--- config.mk ---
export PLATFORM = sky130hd
export DESIGN_NAME = clock_top
export DESIGN_NICKNAME = d
export VERILOG_FILES = /design/src/common/clock_pkg.sv /design/src/common/seg_pkg.sv /design/src/hw/button_pulse.sv /design/src/hw/mode_ctrl.sv /design/src/timekeeper/time_counter.sv /design/src/hw/seg_display.sv /design/src/hw/clock_top.sv
export SDC_FILE = /design/constraint.sdc
export NUM_CORES = 1
export LEC_CHECK = 0
export BUFFER_PORTS_ARGS = -buffer_cell sky130_fd_sc_hd__buf_2
export CAP_MARGIN = 20
export CORE_MARGIN = 4
export CORE_UTILIZATION = 50
export CTS_CLUSTER_SIZE = 16
export DETAILED_ROUTE_END_ITERATION = 8
export PLACE_DENSITY = 0.77
export SLEW_MARGIN = 5
export SYNTH_ARGS = -nofsm -noshare
export SYNTH_HDL_FRONTEND = slang
export SYNTH_SLANG_ARGS = --single-unit
export TNS_END_PERCENT = 30
--- constraint.sdc ---
create_clock -name clk -period 2.4 [get_ports clk]
set_input_delay 0.48 -clock clk [delete_from_list [all_inputs] [get_ports clk]]
set_output_delay 0.48 -clock clk [all_outputs]
set_load 0.05 [all_outputs]
--- src/common/clock_pkg.sv ---
`default_nettype none

package clock_pkg;

    // Mode ring order is run, seconds, minutes, hours
    typedef enum logic [1:0] {
        MODE_RUN    = 2'd0,
        MODE_SET_SS = 2'd1,
        MODE_SET_MM = 2'd2,
        MODE_SET_HH = 2'd3
    } mode_t;

    // One decimal digit
    typedef logic [3:0] bcd_t;

    // Largest tens digit per field
    localparam bcd_t MAX_TENS_MS = 4'd5;   // 59 for minutes and seconds
    localparam bcd_t MAX_TENS_H  = 4'd2;   // 23 for hours

endpackage

`default_nettype wire

--- src/common/seg_pkg.sv ---
`default_nettype none

package seg_pkg;

    // Segment a in bit 0 up to g in bit 6, active high
    typedef logic [6:0] seg_t;

    localparam seg_t SEG_BLANK = 7'h00;

    function automatic seg_t digit_to_seg(input logic [3:0] digit);
        case (digit)
            4'd0:    return 7'h3f;
            4'd1:    return 7'h06;
            4'd2:    return 7'h5b;
            4'd3:    return 7'h4f;
            4'd4:    return 7'h66;
            4'd5:    return 7'h6d;
            4'd6:    return 7'h7d;
            4'd7:    return 7'h07;
            4'd8:    return 7'h7f;
            4'd9:    return 7'h6f;
            default: return 7'h40;   // Dash for an illegal digit
        endcase
    endfunction

endpackage

`default_nettype wire

--- src/hw/button_pulse.sv ---
`timescale 1ns/1ps
`default_nettype none

module button_pulse (
    input  logic clk,
    input  logic rst,
    input  logic button,
    output logic pulse
);

    logic sync1;
    logic sync2;
    logic prev;    // Synchronised level one cycle back

    always_ff @(posedge clk or negedge rst) begin
        if (!rst) begin
            sync1 <= 1'b0;
            sync2 <= 1'b0;
            prev  <= 1'b0;
            pulse <= 1'b0;
        end else begin
            sync1 <= button;
            sync2 <= sync1;
            prev  <= sync2;
            // Registered so the pulse lands in the third cycle
            pulse <= sync2 & ~prev;
        end
    end

    // A held button must not give back-to-back pulses
    a_pulse_single: assert property (
        @(posedge clk) disable iff (!rst)
        pulse |=> !pulse
    );

endmodule

`default_nettype wire

--- src/hw/mode_ctrl.sv ---
`timescale 1ns/1ps
`default_nettype none

module mode_ctrl (
    input  logic                clk,
    input  logic                rst,
    input  logic                mode_pulse,
    output clock_pkg::mode_t    mode,
    output logic                led_hh,
    output logic                led_mm,
    output logic                led_ss
);

    clock_pkg::mode_t mode_next;

    // Next mode in the ring
    always_comb begin
        case (mode)
            clock_pkg::MODE_RUN:    mode_next = clock_pkg::MODE_SET_SS;
            clock_pkg::MODE_SET_SS: mode_next = clock_pkg::MODE_SET_MM;
            clock_pkg::MODE_SET_MM: mode_next = clock_pkg::MODE_SET_HH;
            default:                mode_next = clock_pkg::MODE_RUN;
        endcase
    end

    always_ff @(posedge clk or negedge rst) begin
        if (!rst) begin
            mode <= clock_pkg::MODE_RUN;
        end else if (mode_pulse) begin
            mode <= mode_next;
        end
    end

    // One LED per set mode, all dark while running
    assign led_ss = (mode == clock_pkg::MODE_SET_SS);
    assign led_mm = (mode == clock_pkg::MODE_SET_MM);
    assign led_hh = (mode == clock_pkg::MODE_SET_HH);

    a_led_onehot0: assert property (
        @(posedge clk) disable iff (!rst)
        $onehot0({led_hh, led_mm, led_ss})
    );

endmodule

`default_nettype wire

--- src/timekeeper/time_counter.sv ---
`timescale 1ns/1ps
`default_nettype none

module time_counter #(
    parameter int TICKS_PER_SEC = 50000000
) (
    input  logic                clk,
    input  logic                rst,
    input  clock_pkg::mode_t    mode,
    input  logic                inc_pulse,
    output clock_pkg::bcd_t     h_ten,
    output clock_pkg::bcd_t     h_unit,
    output clock_pkg::bcd_t     m_ten,
    output clock_pkg::bcd_t     m_unit,
    output clock_pkg::bcd_t     s_ten,
    output clock_pkg::bcd_t     s_unit
);

    localparam int CNT_W = (TICKS_PER_SEC > 1) ? $clog2(TICKS_PER_SEC) : 1;
    localparam logic [CNT_W-1:0] PRESC_LAST = CNT_W'(TICKS_PER_SEC - 1);

    localparam clock_pkg::bcd_t UNIT_MAX    = 4'd9;
    localparam clock_pkg::bcd_t LAST_H_UNIT = 4'd3;   // Unit digit of 23

    logic [CNT_W-1:0] presc;

    // Carry in bit 8, then tens and units
    logic [8:0] s_next;
    logic [8:0] m_next;
    logic [8:0] h_next;

    // Advance a digit pair, wrap to 00 after max_ten:max_unit
    function automatic logic [8:0] bump_pair(
        input clock_pkg::bcd_t ten,
        input clock_pkg::bcd_t unit,
        input clock_pkg::bcd_t max_ten,
        input clock_pkg::bcd_t max_unit
    );
        if (ten == max_ten && unit == max_unit) begin
            return {1'b1, 4'd0, 4'd0};
        end else if (unit == UNIT_MAX) begin
            return {1'b0, ten + 4'd1, 4'd0};
        end else begin
            return {1'b0, ten, unit + 4'd1};
        end
    endfunction

    assign s_next = bump_pair(s_ten, s_unit, clock_pkg::MAX_TENS_MS, UNIT_MAX);
    assign m_next = bump_pair(m_ten, m_unit, clock_pkg::MAX_TENS_MS, UNIT_MAX);
    assign h_next = bump_pair(h_ten, h_unit, clock_pkg::MAX_TENS_H, LAST_H_UNIT);

    always_ff @(posedge clk or negedge rst) begin
        if (!rst) begin
            presc  <= '0;
            h_ten  <= 4'd0;
            h_unit <= 4'd0;
            m_ten  <= 4'd0;
            m_unit <= 4'd0;
            s_ten  <= 4'd0;
            s_unit <= 4'd0;
        end else if (mode == clock_pkg::MODE_RUN) begin
            if (presc == PRESC_LAST) begin
                presc <= '0;
                {s_ten, s_unit} <= s_next[7:0];
                // Full ripple within this one edge
                if (s_next[8]) begin
                    {m_ten, m_unit} <= m_next[7:0];
                    if (m_next[8]) begin
                        {h_ten, h_unit} <= h_next[7:0];
                    end
                end
            end else begin
                presc <= presc + 1'b1;
            end
        end else begin
            presc <= '0;   // Clock stands still while setting
            if (inc_pulse) begin
                // Carry bit dropped, the field wraps alone
                case (mode)
                    clock_pkg::MODE_SET_SS: {s_ten, s_unit} <= s_next[7:0];
                    clock_pkg::MODE_SET_MM: {m_ten, m_unit} <= m_next[7:0];
                    clock_pkg::MODE_SET_HH: {h_ten, h_unit} <= h_next[7:0];
                    default: ;
                endcase
            end
        end
    end

    a_digit_range: assert property (
        @(posedge clk) disable iff (!rst)
        s_unit <= UNIT_MAX && m_unit <= UNIT_MAX && h_unit <= UNIT_MAX &&
        s_ten <= clock_pkg::MAX_TENS_MS && m_ten <= clock_pkg::MAX_TENS_MS &&
        h_ten <= clock_pkg::MAX_TENS_H
    );

    a_hours_max: assert property (
        @(posedge clk) disable iff (!rst)
        h_ten == clock_pkg::MAX_TENS_H |-> h_unit <= LAST_H_UNIT
    );

endmodule

`default_nettype wire

--- src/hw/seg_display.sv ---
`timescale 1ns/1ps
`default_nettype none

module seg_display (
    input  clock_pkg::mode_t    mode,
    input  clock_pkg::bcd_t     h_ten,
    input  clock_pkg::bcd_t     h_unit,
    input  clock_pkg::bcd_t     m_ten,
    input  clock_pkg::bcd_t     m_unit,
    input  clock_pkg::bcd_t     s_ten,
    input  clock_pkg::bcd_t     s_unit,
    output seg_pkg::seg_t       seg_h_ten,
    output seg_pkg::seg_t       seg_h_unit,
    output seg_pkg::seg_t       seg_m_ten,
    output seg_pkg::seg_t       seg_m_unit,
    output seg_pkg::seg_t       seg_s_ten,
    output seg_pkg::seg_t       seg_s_unit
);

    logic show_h;
    logic show_m;
    logic show_s;

    // Run mode lights everything, a set mode only its own pair
    assign show_h = (mode == clock_pkg::MODE_RUN) || (mode == clock_pkg::MODE_SET_HH);
    assign show_m = (mode == clock_pkg::MODE_RUN) || (mode == clock_pkg::MODE_SET_MM);
    assign show_s = (mode == clock_pkg::MODE_RUN) || (mode == clock_pkg::MODE_SET_SS);

    assign seg_h_ten  = show_h ? seg_pkg::digit_to_seg(h_ten)  : seg_pkg::SEG_BLANK;
    assign seg_h_unit = show_h ? seg_pkg::digit_to_seg(h_unit) : seg_pkg::SEG_BLANK;

    assign seg_m_ten  = show_m ? seg_pkg::digit_to_seg(m_ten)  : seg_pkg::SEG_BLANK;
    assign seg_m_unit = show_m ? seg_pkg::digit_to_seg(m_unit) : seg_pkg::SEG_BLANK;

    assign seg_s_ten  = show_s ? seg_pkg::digit_to_seg(s_ten)  : seg_pkg::SEG_BLANK;
    assign seg_s_unit = show_s ? seg_pkg::digit_to_seg(s_unit) : seg_pkg::SEG_BLANK;

endmodule

`default_nettype wire

--- src/hw/clock_top.sv ---
`timescale 1ns/1ps
`default_nettype none

module clock_top #(
    parameter int TICKS_PER_SEC = 50000000
) (
    input  logic            clk,
    input  logic            rst,
    input  logic            mode_button,
    input  logic            increase_button,
    output seg_pkg::seg_t   seg_h_ten,
    output seg_pkg::seg_t   seg_h_unit,
    output seg_pkg::seg_t   seg_m_ten,
    output seg_pkg::seg_t   seg_m_unit,
    output seg_pkg::seg_t   seg_s_ten,
    output seg_pkg::seg_t   seg_s_unit,
    output logic            led_hh,
    output logic            led_mm,
    output logic            led_ss
);

    logic mode_pulse;
    logic inc_pulse;

    clock_pkg::mode_t mode;

    clock_pkg::bcd_t h_ten, h_unit;
    clock_pkg::bcd_t m_ten, m_unit;
    clock_pkg::bcd_t s_ten, s_unit;

    // Raw button levels to single-cycle pulses
    button_pulse u_mode_btn (
        .clk    (clk),
        .rst    (rst),
        .button (mode_button),
        .pulse  (mode_pulse)
    );

    button_pulse u_inc_btn (
        .clk    (clk),
        .rst    (rst),
        .button (increase_button),
        .pulse  (inc_pulse)
    );

    mode_ctrl u_mode_ctrl (
        .clk        (clk),
        .rst        (rst),
        .mode_pulse (mode_pulse),
        .mode       (mode),
        .led_hh     (led_hh),
        .led_mm     (led_mm),
        .led_ss     (led_ss)
    );

    time_counter #(
        .TICKS_PER_SEC (TICKS_PER_SEC)
    ) u_time_counter (
        .clk       (clk),
        .rst       (rst),
        .mode      (mode),
        .inc_pulse (inc_pulse),
        .h_ten     (h_ten),
        .h_unit    (h_unit),
        .m_ten     (m_ten),
        .m_unit    (m_unit),
        .s_ten     (s_ten),
        .s_unit    (s_unit)
    );

    seg_display u_seg_display (
        .mode       (mode),
        .h_ten      (h_ten),
        .h_unit     (h_unit),
        .m_ten      (m_ten),
        .m_unit     (m_unit),
        .s_ten      (s_ten),
        .s_unit     (s_unit),
        .seg_h_ten  (seg_h_ten),
        .seg_h_unit (seg_h_unit),
        .seg_m_ten  (seg_m_ten),
        .seg_m_unit (seg_m_unit),
        .seg_s_ten  (seg_s_ten),
        .seg_s_unit (seg_s_unit)
    );

endmodule

`default_nettype wire

Yosys cells after proc, flatten, opt, wreduce, memory -nomap -nowiden
Memories as Yosys holds them, arrays and structs flattened.
Cells that the tools add are included.
{"block": "op_classes", "addsub": 7, "n_eq_ne": 14, "mux": 45, "n_bitwise": 4, "n_reduce_logical": 14}
{"op": "$mux 4", "count": 30}
{"op": "$mux 26", "count": 2}
{"op": "$mux 7", "count": 6}
{"op": "$mux 8", "count": 4}
{"op": "$add 26x1->26 const B", "count": 1}
{"op": "$eq 26x26->1 const B", "count": 1}
{"op": "$add 4x1->4 const B", "count": 6}
{"op": "$mux 9", "count": 2}
{"op": "$eq 4x4->1 const B", "count": 3}
{"op": "$eq 4x2->1 const B", "count": 2}
{"op": "$eq 4x3->1 const B", "count": 2}
{"op": "$reduce_bool 2->1", "count": 4}
{"op": "$ne 2x1->1 const B", "count": 3}
{"op": "$pmux 2 s3", "count": 1}
{"op": "$reduce_and 5->1", "count": 1}
{"op": "$eq 2x2->1 const B", "count": 2}
{"op": "$reduce_and 4->1", "count": 1}
{"op": "$logic_and 1x1->1", "count": 3}
{"op": "$logic_or 1x1->1", "count": 3}
{"op": "$reduce_and 3->1", "count": 1}
{"op": "$and 1x1->1", "count": 2}
{"op": "$eq 2x1->1 const B", "count": 1}
{"op": "$logic_not 2->1", "count": 1}
{"op": "$not 1->1", "count": 2}
{"block": "totals", "ff_bits": 60, "romBits": 672, "inputBits": 4, "mem_count": 6}
{"memory": "(no name shown)", "depth": 16, "width": 7, "rd": 1, "rd_ports_with_merged_regs": 0, "write_ports": 0, "line_no": "seg_pkg.sv:11", "text": "case (digit)"}
{"memory": "(no name shown)", "depth": 16, "width": 7, "rd": 1, "rd_ports_with_merged_regs": 0, "write_ports": 0, "line_no": "seg_pkg.sv:11"}
{"memory": "(no name shown)", "depth": 16, "width": 7, "rd": 1, "rd_ports_with_merged_regs": 0, "write_ports": 0, "line_no": "seg_pkg.sv:11"}
{"memory": "(no name shown)", "depth": 16, "width": 7, "rd": 1, "rd_ports_with_merged_regs": 0, "write_ports": 0, "line_no": "seg_pkg.sv:11"}
{"memory": "(no name shown)", "depth": 16, "width": 7, "rd": 1, "rd_ports_with_merged_regs": 0, "write_ports": 0, "line_no": "seg_pkg.sv:11"}
{"memory": "(no name shown)", "depth": 16, "width": 7, "rd": 1, "rd_ports_with_merged_regs": 0, "write_ports": 0, "line_no": "seg_pkg.sv:11"}

Longest topological paths before layout
Gate-level depths: netlist of run 1.
{"block": "logic_depth", "word_depth": 7, "depth_mapped": 9, "ltp_nobuf": 7}

Cells and area by module
From an unflattened synthesis of run 1, not the netlist that was laid out.
{"block": "unflattened", "hier_cells": 486, "area_unflattened_um2": 4300.4}
{"module": "time_counter", "n_inst": 1, "cells_per_inst": 281, "area_each_um2": 2768.9, "seq_area_each_um2": 1251.2}
{"module": "seg_display", "n_inst": 1, "cells_per_inst": 181, "area_each_um2": 1158.6, "seq_area_each_um2": 0.0}
{"module": "button_pulse", "n_inst": 2, "cells_per_inst": 5, "area_each_um2": 113.9, "seq_area_each_um2": 100.1}
{"module": "mode_ctrl", "n_inst": 1, "cells_per_inst": 14, "area_each_um2": 145.1, "seq_area_each_um2": 50.0}

Worst setup path after synthesis of run 1
No wires, ideal clock.
{"block": "synth_path", "path_kind": "register to output", "start": "register u_mode_ctrl.mode[0]", "end": "output seg_m_ten[0]", "arrival_time_ps": 2060, "required_ps": 1920, "setup_slack_ps": -140, "stages_incl_launch_ff": 6, "path_buffers": 1, "cell_sequence": "dfrtp_1 > inv_1 > ha_1 > nor2_1 > clkbuf_1 > nor2_1"}
{"block": "synth_between", "elab_chain_len": 3, "elab_cells_between_ends": 4, "cone_classes": "eq/ne: 1; mux: 1; reduce/logical: 2"}
{"element": "start, declared", "line_no": "mode_ctrl.sv:8", "text": "output clock_pkg::mode_t mode,"}
{"element": "start signal, assigned", "line_no": "mode_ctrl.sv:28", "text": "mode <= clock_pkg::MODE_RUN;"}
{"element": "start signal, assigned", "line_no": "mode_ctrl.sv:30", "text": "mode <= mode_next;"}
{"element": "$eq 2x2->1"}
{"element": "named net led_mm", "line_no": "clock_top.sv:18", "text": "output logic led_mm,"}
{"element": "$logic_or 1x1->1", "line_no": "seg_display.sv:26", "text": "assign show_m = (mode == clock_pkg::MODE_RUN) || (mode == clock_pkg::MODE_SET_MM);"}
{"element": "$mux 7", "line_no": "seg_display.sv:32", "text": "assign seg_m_ten = show_m ? seg_pkg::digit_to_seg(m_ten) : seg_pkg::SEG_BLANK;"}
{"element": "end, declared", "line_no": "clock_top.sv:13", "text": "output seg_pkg::seg_t seg_m_ten,"}
The timed path passes the listed nets, and every way through them passes these cells.

Worst setup path after layout of run 1
{"block": "layout_path", "start": "register u_time_counter.h_unit[1]", "end": "output seg_h_unit[1]"}
{"block": "layout_between", "elab_chain_len": 2}
{"element": "start, declared", "line_no": "time_counter.sv:12", "text": "output clock_pkg::bcd_t h_unit,"}
{"element": "start signal, assigned", "line_no": "time_counter.sv:69", "text": "{h_ten, h_unit} <= h_next[7:0];"}
{"element": "start signal, assigned", "line_no": "time_counter.sv:82", "text": "clock_pkg::MODE_SET_HH: {h_ten, h_unit} <= h_next[7:0];"}
{"element": "start signal, assigned", "line_no": "time_counter.sv:98", "text": "h_ten == clock_pkg::MAX_TENS_H |-> h_unit <= LAST_H_UNIT"}
{"element": "$mem_v2 16x7"}
{"element": "$mux 7", "line_no": "seg_display.sv:30", "text": "assign seg_h_unit = show_h ? seg_pkg::digit_to_seg(h_unit) : seg_pkg::SEG_BLANK;"}
{"element": "end, declared", "line_no": "clock_top.sv:12", "text": "output seg_pkg::seg_t seg_h_unit,"}
Every way passes these cells.

==> results.txt, run 1 <==
CTS H-tree depth = 3
FF+latch count, synth = 60
Netlist cell types = 56
GPL Wtd Cong = 0.8858
commonest non-fill, non-tap cell in the layout = nor2_1
Worst path slowest cell = dfrtp_2
crit-path cells = inv_1, ha_1, nor2_1, nor2_1, nor2_1, buf_2
first-pass GRT wire length = 14990 um
WP data required = 1920 ps
RSZ-0062 raised after global routing = true
Worst setup SP type = register
io pins = 49
endpoint class of the critical path = primary output
EDFF count, synth = 0
GR Util met2 = 28.90%
Slew headroom = 64.14%
Starting Density = 51.44%
slew at the pin with the worst max-slew slack = 533.8 ps
critical path's most frequent cell = nor2_1
period utilization = 96.72%
Post-DP HPWL = 6242 um
PnR worst setup slack = 78.65 ps
Synth Cell Area = 4248 um^2
pre-CTS setup slack = 122.4 ps
Post-Synth Adder-Cell Area = 13.84%
Antenna Violating Nets Remaining = 0
placeable core area = 8258 um^2
DRC viols = 0
Chip Width = 100.2 um
largest family of logic cells by synthesized area = simple AND/OR/NAND/NOR gates
mux share of post-synthesis cell area = 1.797%
Post-Synth XOR/XNOR Area = 5.155%
I/O Buffers = 48
CP Class = reg -> out
Mean Syn Cell Area = 8.362 um^2
asr flop ratio synth = 100.0%
Layout area overhead = 16.94%
vias in the first global route = 3342
layout cells sized above 1 = 19.40%
Fin Clk Skew = 7.726 ps
status = finished, final reports clean
Max Fclk = 430.8 MHz
GR Layer Usage met3 = 2.432%
FP Rows = 33
M1 GR Usage = 24.82%
ANT cells = 0
post-synthesis sequential area ratio = 35.35%
largest net degree at the start of global routing = 61
detailed router's first-iteration violation count = 249
max-cap violations = 0
fin nets = 614
DR pass1 iterations = 5
GRT Total Usage = 17.80%
final setup fails = 0
Final Hold Fails = 0
Max rail drop VDD = 0.0007200 V
deepest clock path buffer count = 2
CP max FO = 8
cell count after synthesis = 508
warnings from Yosys = 0
Pwr Density = 1358 nW/um^2
Root Driver = clkbuf_8
detailed-route via count = 3625
CTS tree = yes
GR peak layer = met2
die area = 10030 um^2
CP peak stage delay = 460 ps
WL/cell = 13.25 um
fin area = 4967 um^2
TritonCTS sink count = 60
WP data arrival = 1840 ps
Worst-path clk slew = 70 ps
worst hold-check path type = in -> async
Congestion Overflow GR = 0
commonest non-fill, non-tap cells in the layout = nor2_1, a21oi_1, dfrtp_1
Final min period = 2321 ps
DP Area = 4664 um^2
Synth Area in Compound Gates = 13.58%
initial antenna violation count = 0
CTS buffer count = 9
WL final = 8904 um
Top FF cell, synth = dfrtp_1
count of pins over their slew limit = 0
leakage = 2.307 nW
Simple-Gate Fraction of Synth Area = 25.92%
Net Count, Synth = 559
worst-skew pair later-pin latency = 330 ps
routed vias/inst = 5.394
Die Ht = 100.2 um
==> flip-flops by register name, indices dropped and copies added, names as in the netlist <==
signal / count
u_time_counter.presc: 26
u_time_counter.h_ten: 4
u_time_counter.h_unit: 4
u_time_counter.m_ten: 4
u_time_counter.m_unit: 4
u_time_counter.s_ten: 4
u_time_counter.s_unit: 4
u_mode_ctrl.mode: 2
u_inc_btn.prev: 1
u_inc_btn.pulse: 1
u_inc_btn.sync1: 1
u_inc_btn.sync2: 1
u_mode_btn.prev: 1
u_mode_btn.pulse: 1
u_mode_btn.sync1: 1
u_mode_btn.sync2: 1
==> routing by layer <==
layer | vias up | wire length, um
met5 | - | 0
met4 | 0 | 90
met3 | 9 | 290
met2 | 68 | 4236
met1 | 1712 | 4287
li1 | 1836 | -
==> synthesized netlist by cell type, types with 4 or more instances <==
library cell  count  area share [%]
nor2b_1           8             1.2
or3_1             4            0.59
and3_1            8             1.2
nand2b_1          8             1.2
clkbuf_1         20             1.8
inv_1            28             2.5
nand3_1          16             1.9
nor3_1            7            0.82
dfrtp_1          60              35
a21oi_1          54             6.4
nand2_1          32             2.8
nor2_1           99             8.7
nand4_1          10             1.5
ha_1             47              14
xor2_1           15             3.1
o21ai_0          25             2.9
xnor2_1          10             2.1
mux2_2            5             1.3
==> power breakdown <==
group	switching (mW)	internal (mW)
logic	3.23	1.14
clock network	0.393	0.608
registers	0.227	1.15
total	3.85	2.90
==> path summary, 6_finish.rpt <==
| path | start | to | slack [ps] | cells after the start |
|---|---|---|---|---|
| max | u_time_counter.h_unit[1]$_DFFE_PN0P_ | seg_h_unit[1] | 80 | 6 |
| min | rst | u_time_counter.m_unit[0]$_DFFE_PN0P_ | 130 | 2 |
| max reg2reg | u_mode_ctrl.mode[0]$_DFFE_PN0P_ | u_time_counter.h_unit[3]$_DFFE_PN0P_ | 170 | 7 |
| min reg2reg | u_mode_btn.sync1$_DFF_PN0_ | u_mode_btn.sync2$_DFF_PN0_ | 350 | 0 |
| max in group asynchronous | rst | u_time_counter.s_unit[1]$_DFFE_PN0P_ | 1960 | 2 |
| min in group clk | increase_button | u_inc_btn.sync1$_DFF_PN0_ | 260 | 1 |
==> critical path: cells and delay by family (launching register included) <==
family,cells,cell delay (ps)
buffers and inverters,2,480
DFF,1,460
adders and majority gates,1,320
and+or+nand+nor,3,250
==> logic make-up (layout without fill, tap and decap cells) <==
family	count (synthesis)	count (layout)
DFF	60	60
muxes	7	7
buffers and inverters	49	108
and+or+nand+nor	218	218
adders and majority gates	47	47
xor gates and xnor gates	25	25
AOI/OAI and AO/OA	102	102
==> stage by stage <==
step | instances | TNS, ps | total power [mW] | utilization (%) | hold WS, ps
floorplan | 508 | -2401 | 4.667 | - | 184.4
global placement | 655 | 0 | 5.535 | 56.48 | 335.6
detailed placement | 655 | 0 | 5.608 | 56.48 | 336.3
CTS | 670 | 0 | 6.654 | 59.23 | 151.6
global route | 672 | -170.9 | 7.135 | 60.15 | 183.8
finish | 672 | 0 | 6.747 | 60.15 | 131.6
==> area by class of cell <==
class                           instances  area [um^2]
Timing Repair Buffer                   65        419.2
Multi-Input combinational cell        399         2584
Fill cell                             717         3291
Clock buffer                           11        141.4
Sequential cell                        60         1513
Clock inverter                          4        73.82
Inverter                               28        105.1
Tap cell                              105        131.4
==> what timing repair did <==
item                                    CTS  global route
endpoints found under the setup margin   15            32
hold buffers                              0             0
setup buffers                             0             2
gates resized for setup                   5            29
No activity file was read; power rests on OpenSTA's default activity.
==> inputs of run 2 (changes only) <==
--- a/config.mk
+++ b/config.mk
@@ -5,13 +5,14 @@
 export SDC_FILE = /design/constraint.sdc
 export NUM_CORES = 1
 export LEC_CHECK = 0
+export ABC_AREA = 1
 export BUFFER_PORTS_ARGS = -buffer_cell sky130_fd_sc_hd__buf_2
 export CAP_MARGIN = 20
 export CORE_MARGIN = 4
 export CORE_UTILIZATION = 50
 export CTS_CLUSTER_SIZE = 16
 export DETAILED_ROUTE_END_ITERATION = 8
-export PLACE_DENSITY = 0.77
+export PLACE_DENSITY = 0.7
 export SLEW_MARGIN = 5
 export SYNTH_ARGS = -nofsm -noshare
 export SYNTH_HDL_FRONTEND = slang
==> run 2 against run 1 <==
Synthesized cell count grew 24%. Via count grew 16%. Fmax grew 0.52%. Register-to-register slack gained 200 ps. Wire length grew 15%. Non-clock buffer count shrank 6. Clock skew grew 2.2 ps. Critical path depth grew 2. Synthesized area grew 5.4%. Largest cell class unchanged.
==> results.txt, run 2 <==
status = finished, final reports clean
uppermost routed layer = met4
setup slack, reg-to-reg = 370 ps
post-synthesis sequential area ratio = 33.53%
Largest register FFs = 26
die area = 10530 um^2
FF+latch count, synth = 60
DR pass1 iterations = 5
CP peak stage delay = 420 ps
pre-CTS setup slack = 293.8 ps
WL/cell = 12.75 um
Synth area leaders = dfrtp_1, ha_1, nand2_1
CTS H-tree depth = 3
routed vias/inst = 5.229
cell count after synthesis = 630
Final min period = 2309 ps
fin nets = 742
Fin Clk Skew = 9.922 ps
RSZ-0062 raised after global routing = true
Pwr Density = 1273 nW/um^2
Starting Density = 51.35%
CP max FO = 6
Post-Layout Cell Count = 804
Final Hold Fails = 0
Net Count, Synth = 681
deepest clock path buffer count = 2
worst hold-check path type = in -> async
detailed router's first-iteration violation count = 228
Root Driver = clkbuf_8
layout cells sized above 1 = 16.52%
CP Class = reg -> out
vias in the first global route = 3957
Max rail drop VDD = 0.001409 V
Critical Path Source = u_mode_ctrl.mode[0]$_DFFE_PN0P_
Post-DP HPWL = 7748 um
Mean Syn Cell Area = 7.108 um^2
largest area contributor in the netlist = dfrtp_1
ANT cells = 0
count of pins over their slew limit = 0
Post-synth top cells = nand2_1, nor2_1, inv_1
Synth Cell Area = 4478 um^2
EDFF count, synth = 0
Die Ht = 102.6 um
met2 wire len = 4913 um
met3 wire length = 467 um
worst-skew pair later-pin latency = 340 ps
Yosys top cell area share = 33.53%
GPL Wtd Cong = 0.9449
CP delay by family, top = buffers and inverters
Crit Reg-Reg Endpoint = u_time_counter.s_ten[2]$_DFFE_PN0P_
asr flop ratio synth = 100.0%
Crit path depth = 8
most common cell in the netlist = nand2_1
Top FF cell, synth = dfrtp_1
TritonCTS sink count = 60
commonest non-fill, non-tap cells in the layout = nand2_1, nor2_1, inv_1
commonest non-fill, non-tap cell in the layout = nand2_1
placeable core area = 8721 um^2
Buf/Inv on CP = 4
Netlist cell types = 32
WP data required = 1920 ps
Worst setup SP type = register
DRC viols = 0
slew at the pin with the worst max-slew slack = 504.2 ps
CTS tree = yes
WP data arrival = 1830 ps
FP Rows = 34
endpoint class of the critical path = primary output
largest net degree at the start of global routing = 41
FILL cells = 793
I/O Buffers = 48
PnR worst setup slack = 90.58 ps
Reg2Reg Launch Point = u_time_counter.presc[0]$_DFF_PN0_
Layout area overhead = 15.37%
initial antenna violation count = 0
Chip Width = 102.6 um
Congestion Overflow GR = 0
Biggest register = u_time_counter.presc
crit-path cells = inv_2, ha_4, nor2_1, buf_4, inv_1, nand2_2, a31oi_2, buf_6
first-pass GRT wire length = 17500 um
CTS buffer count = 9
warnings from Yosys = 0
leakage = 2.544 nW
WL final = 10250 um
M1 WL = 4706 um
detailed-route via count = 4204
final setup fails = 0
period utilization = 96.23%
Worst-path clk slew = 70 ps
Worst path slowest cell = dfrtp_1
Antenna Violating Nets Remaining = 0
Max Fclk = 433.0 MHz
placed cells = 787
Slew headroom = 66.39%
worst reg-to-reg path cell count = 11
GRT Total Usage = 20.45%
io pins = 49
max-cap violations = 0
==> run 2: cells by family after synthesis <==
family,synth area share (%)
simple gates,33.56
buf+inv,8.354
compound gates,8.885
flops,33.53
fa+ha+maj,13.13
xor+xnor,2.543
==> run 2: layout make-up <==
type                            instances  area (um^2)  share of cell area, %
Inverter                               81        304.0                  5.885
Timing Repair Buffer                   59        380.4                  7.363
Tap cell                              108        135.1                  2.616
Multi-Input combinational cell        480         2664                  51.56
Clock buffer                            9        123.9                  2.398
Sequential cell                        60         1508                  29.18
Clock inverter                          7        51.30                 0.9930
==> run 2: what timing repair did <==
item	in CTS	in global routing
hold buffers	0	0
setup buffers	0	1
endpoints found under the setup margin	23	34
gates cloned	0	0
gates resized for setup	10	26
==> run 2: worst max-delay path by stage <==
stage | slack (ps) | to
global route | -60 | seg_s_unit[5]
floorplan | -290 | seg_m_unit[2]
CTS | -5 | seg_m_ten[3]
detailed placement | 290 | seg_s_unit[2]
finish | 90 | seg_s_unit[2]
global placement | 350 | seg_s_unit[2]
==> run 2: layer usage <==
layer | global-route usage, % | up-vias
met5 | 0 | -
met4 | 7.064 | 0
met3 | 3.586 | 16
met2 | 33.66 | 101
met1 | 27.18 | 1956
li1 | - | 2131
==> run 2: through the flow <==
stage               power, mW  area [um^2]  utilization [%]  hold slack (ps)  setup TNS [ps]
finish                  6.575         5166            59.24            102.9               0
global route            7.012         5166            59.24            133.4          -176.1
CTS                     6.454         5091            58.38            112.8          -6.877
detailed placement      5.556         4891            56.08            345.8               0
global placement        5.506         4891            56.08            333.2               0
floorplan               4.658         4498                -            184.4           -3024
==> run 2: where the power goes <==
group	switching (mW)	internal, mW
logic	3.29	1.14
clock network	0.432	0.377
registers	0.202	1.13
==> run 2: worst register-to-register path: stages (launching register included) <==
cell and delay [ps]:
dfrtp_1 480, ha_1 280, nand2_2 100, nor2_4 140
nand2_1 70, nor2_1 100, nand2_1 80, nand2_2 200
buf_4 230, nand3_4 120, nand2_1 80, o21ai_1 60
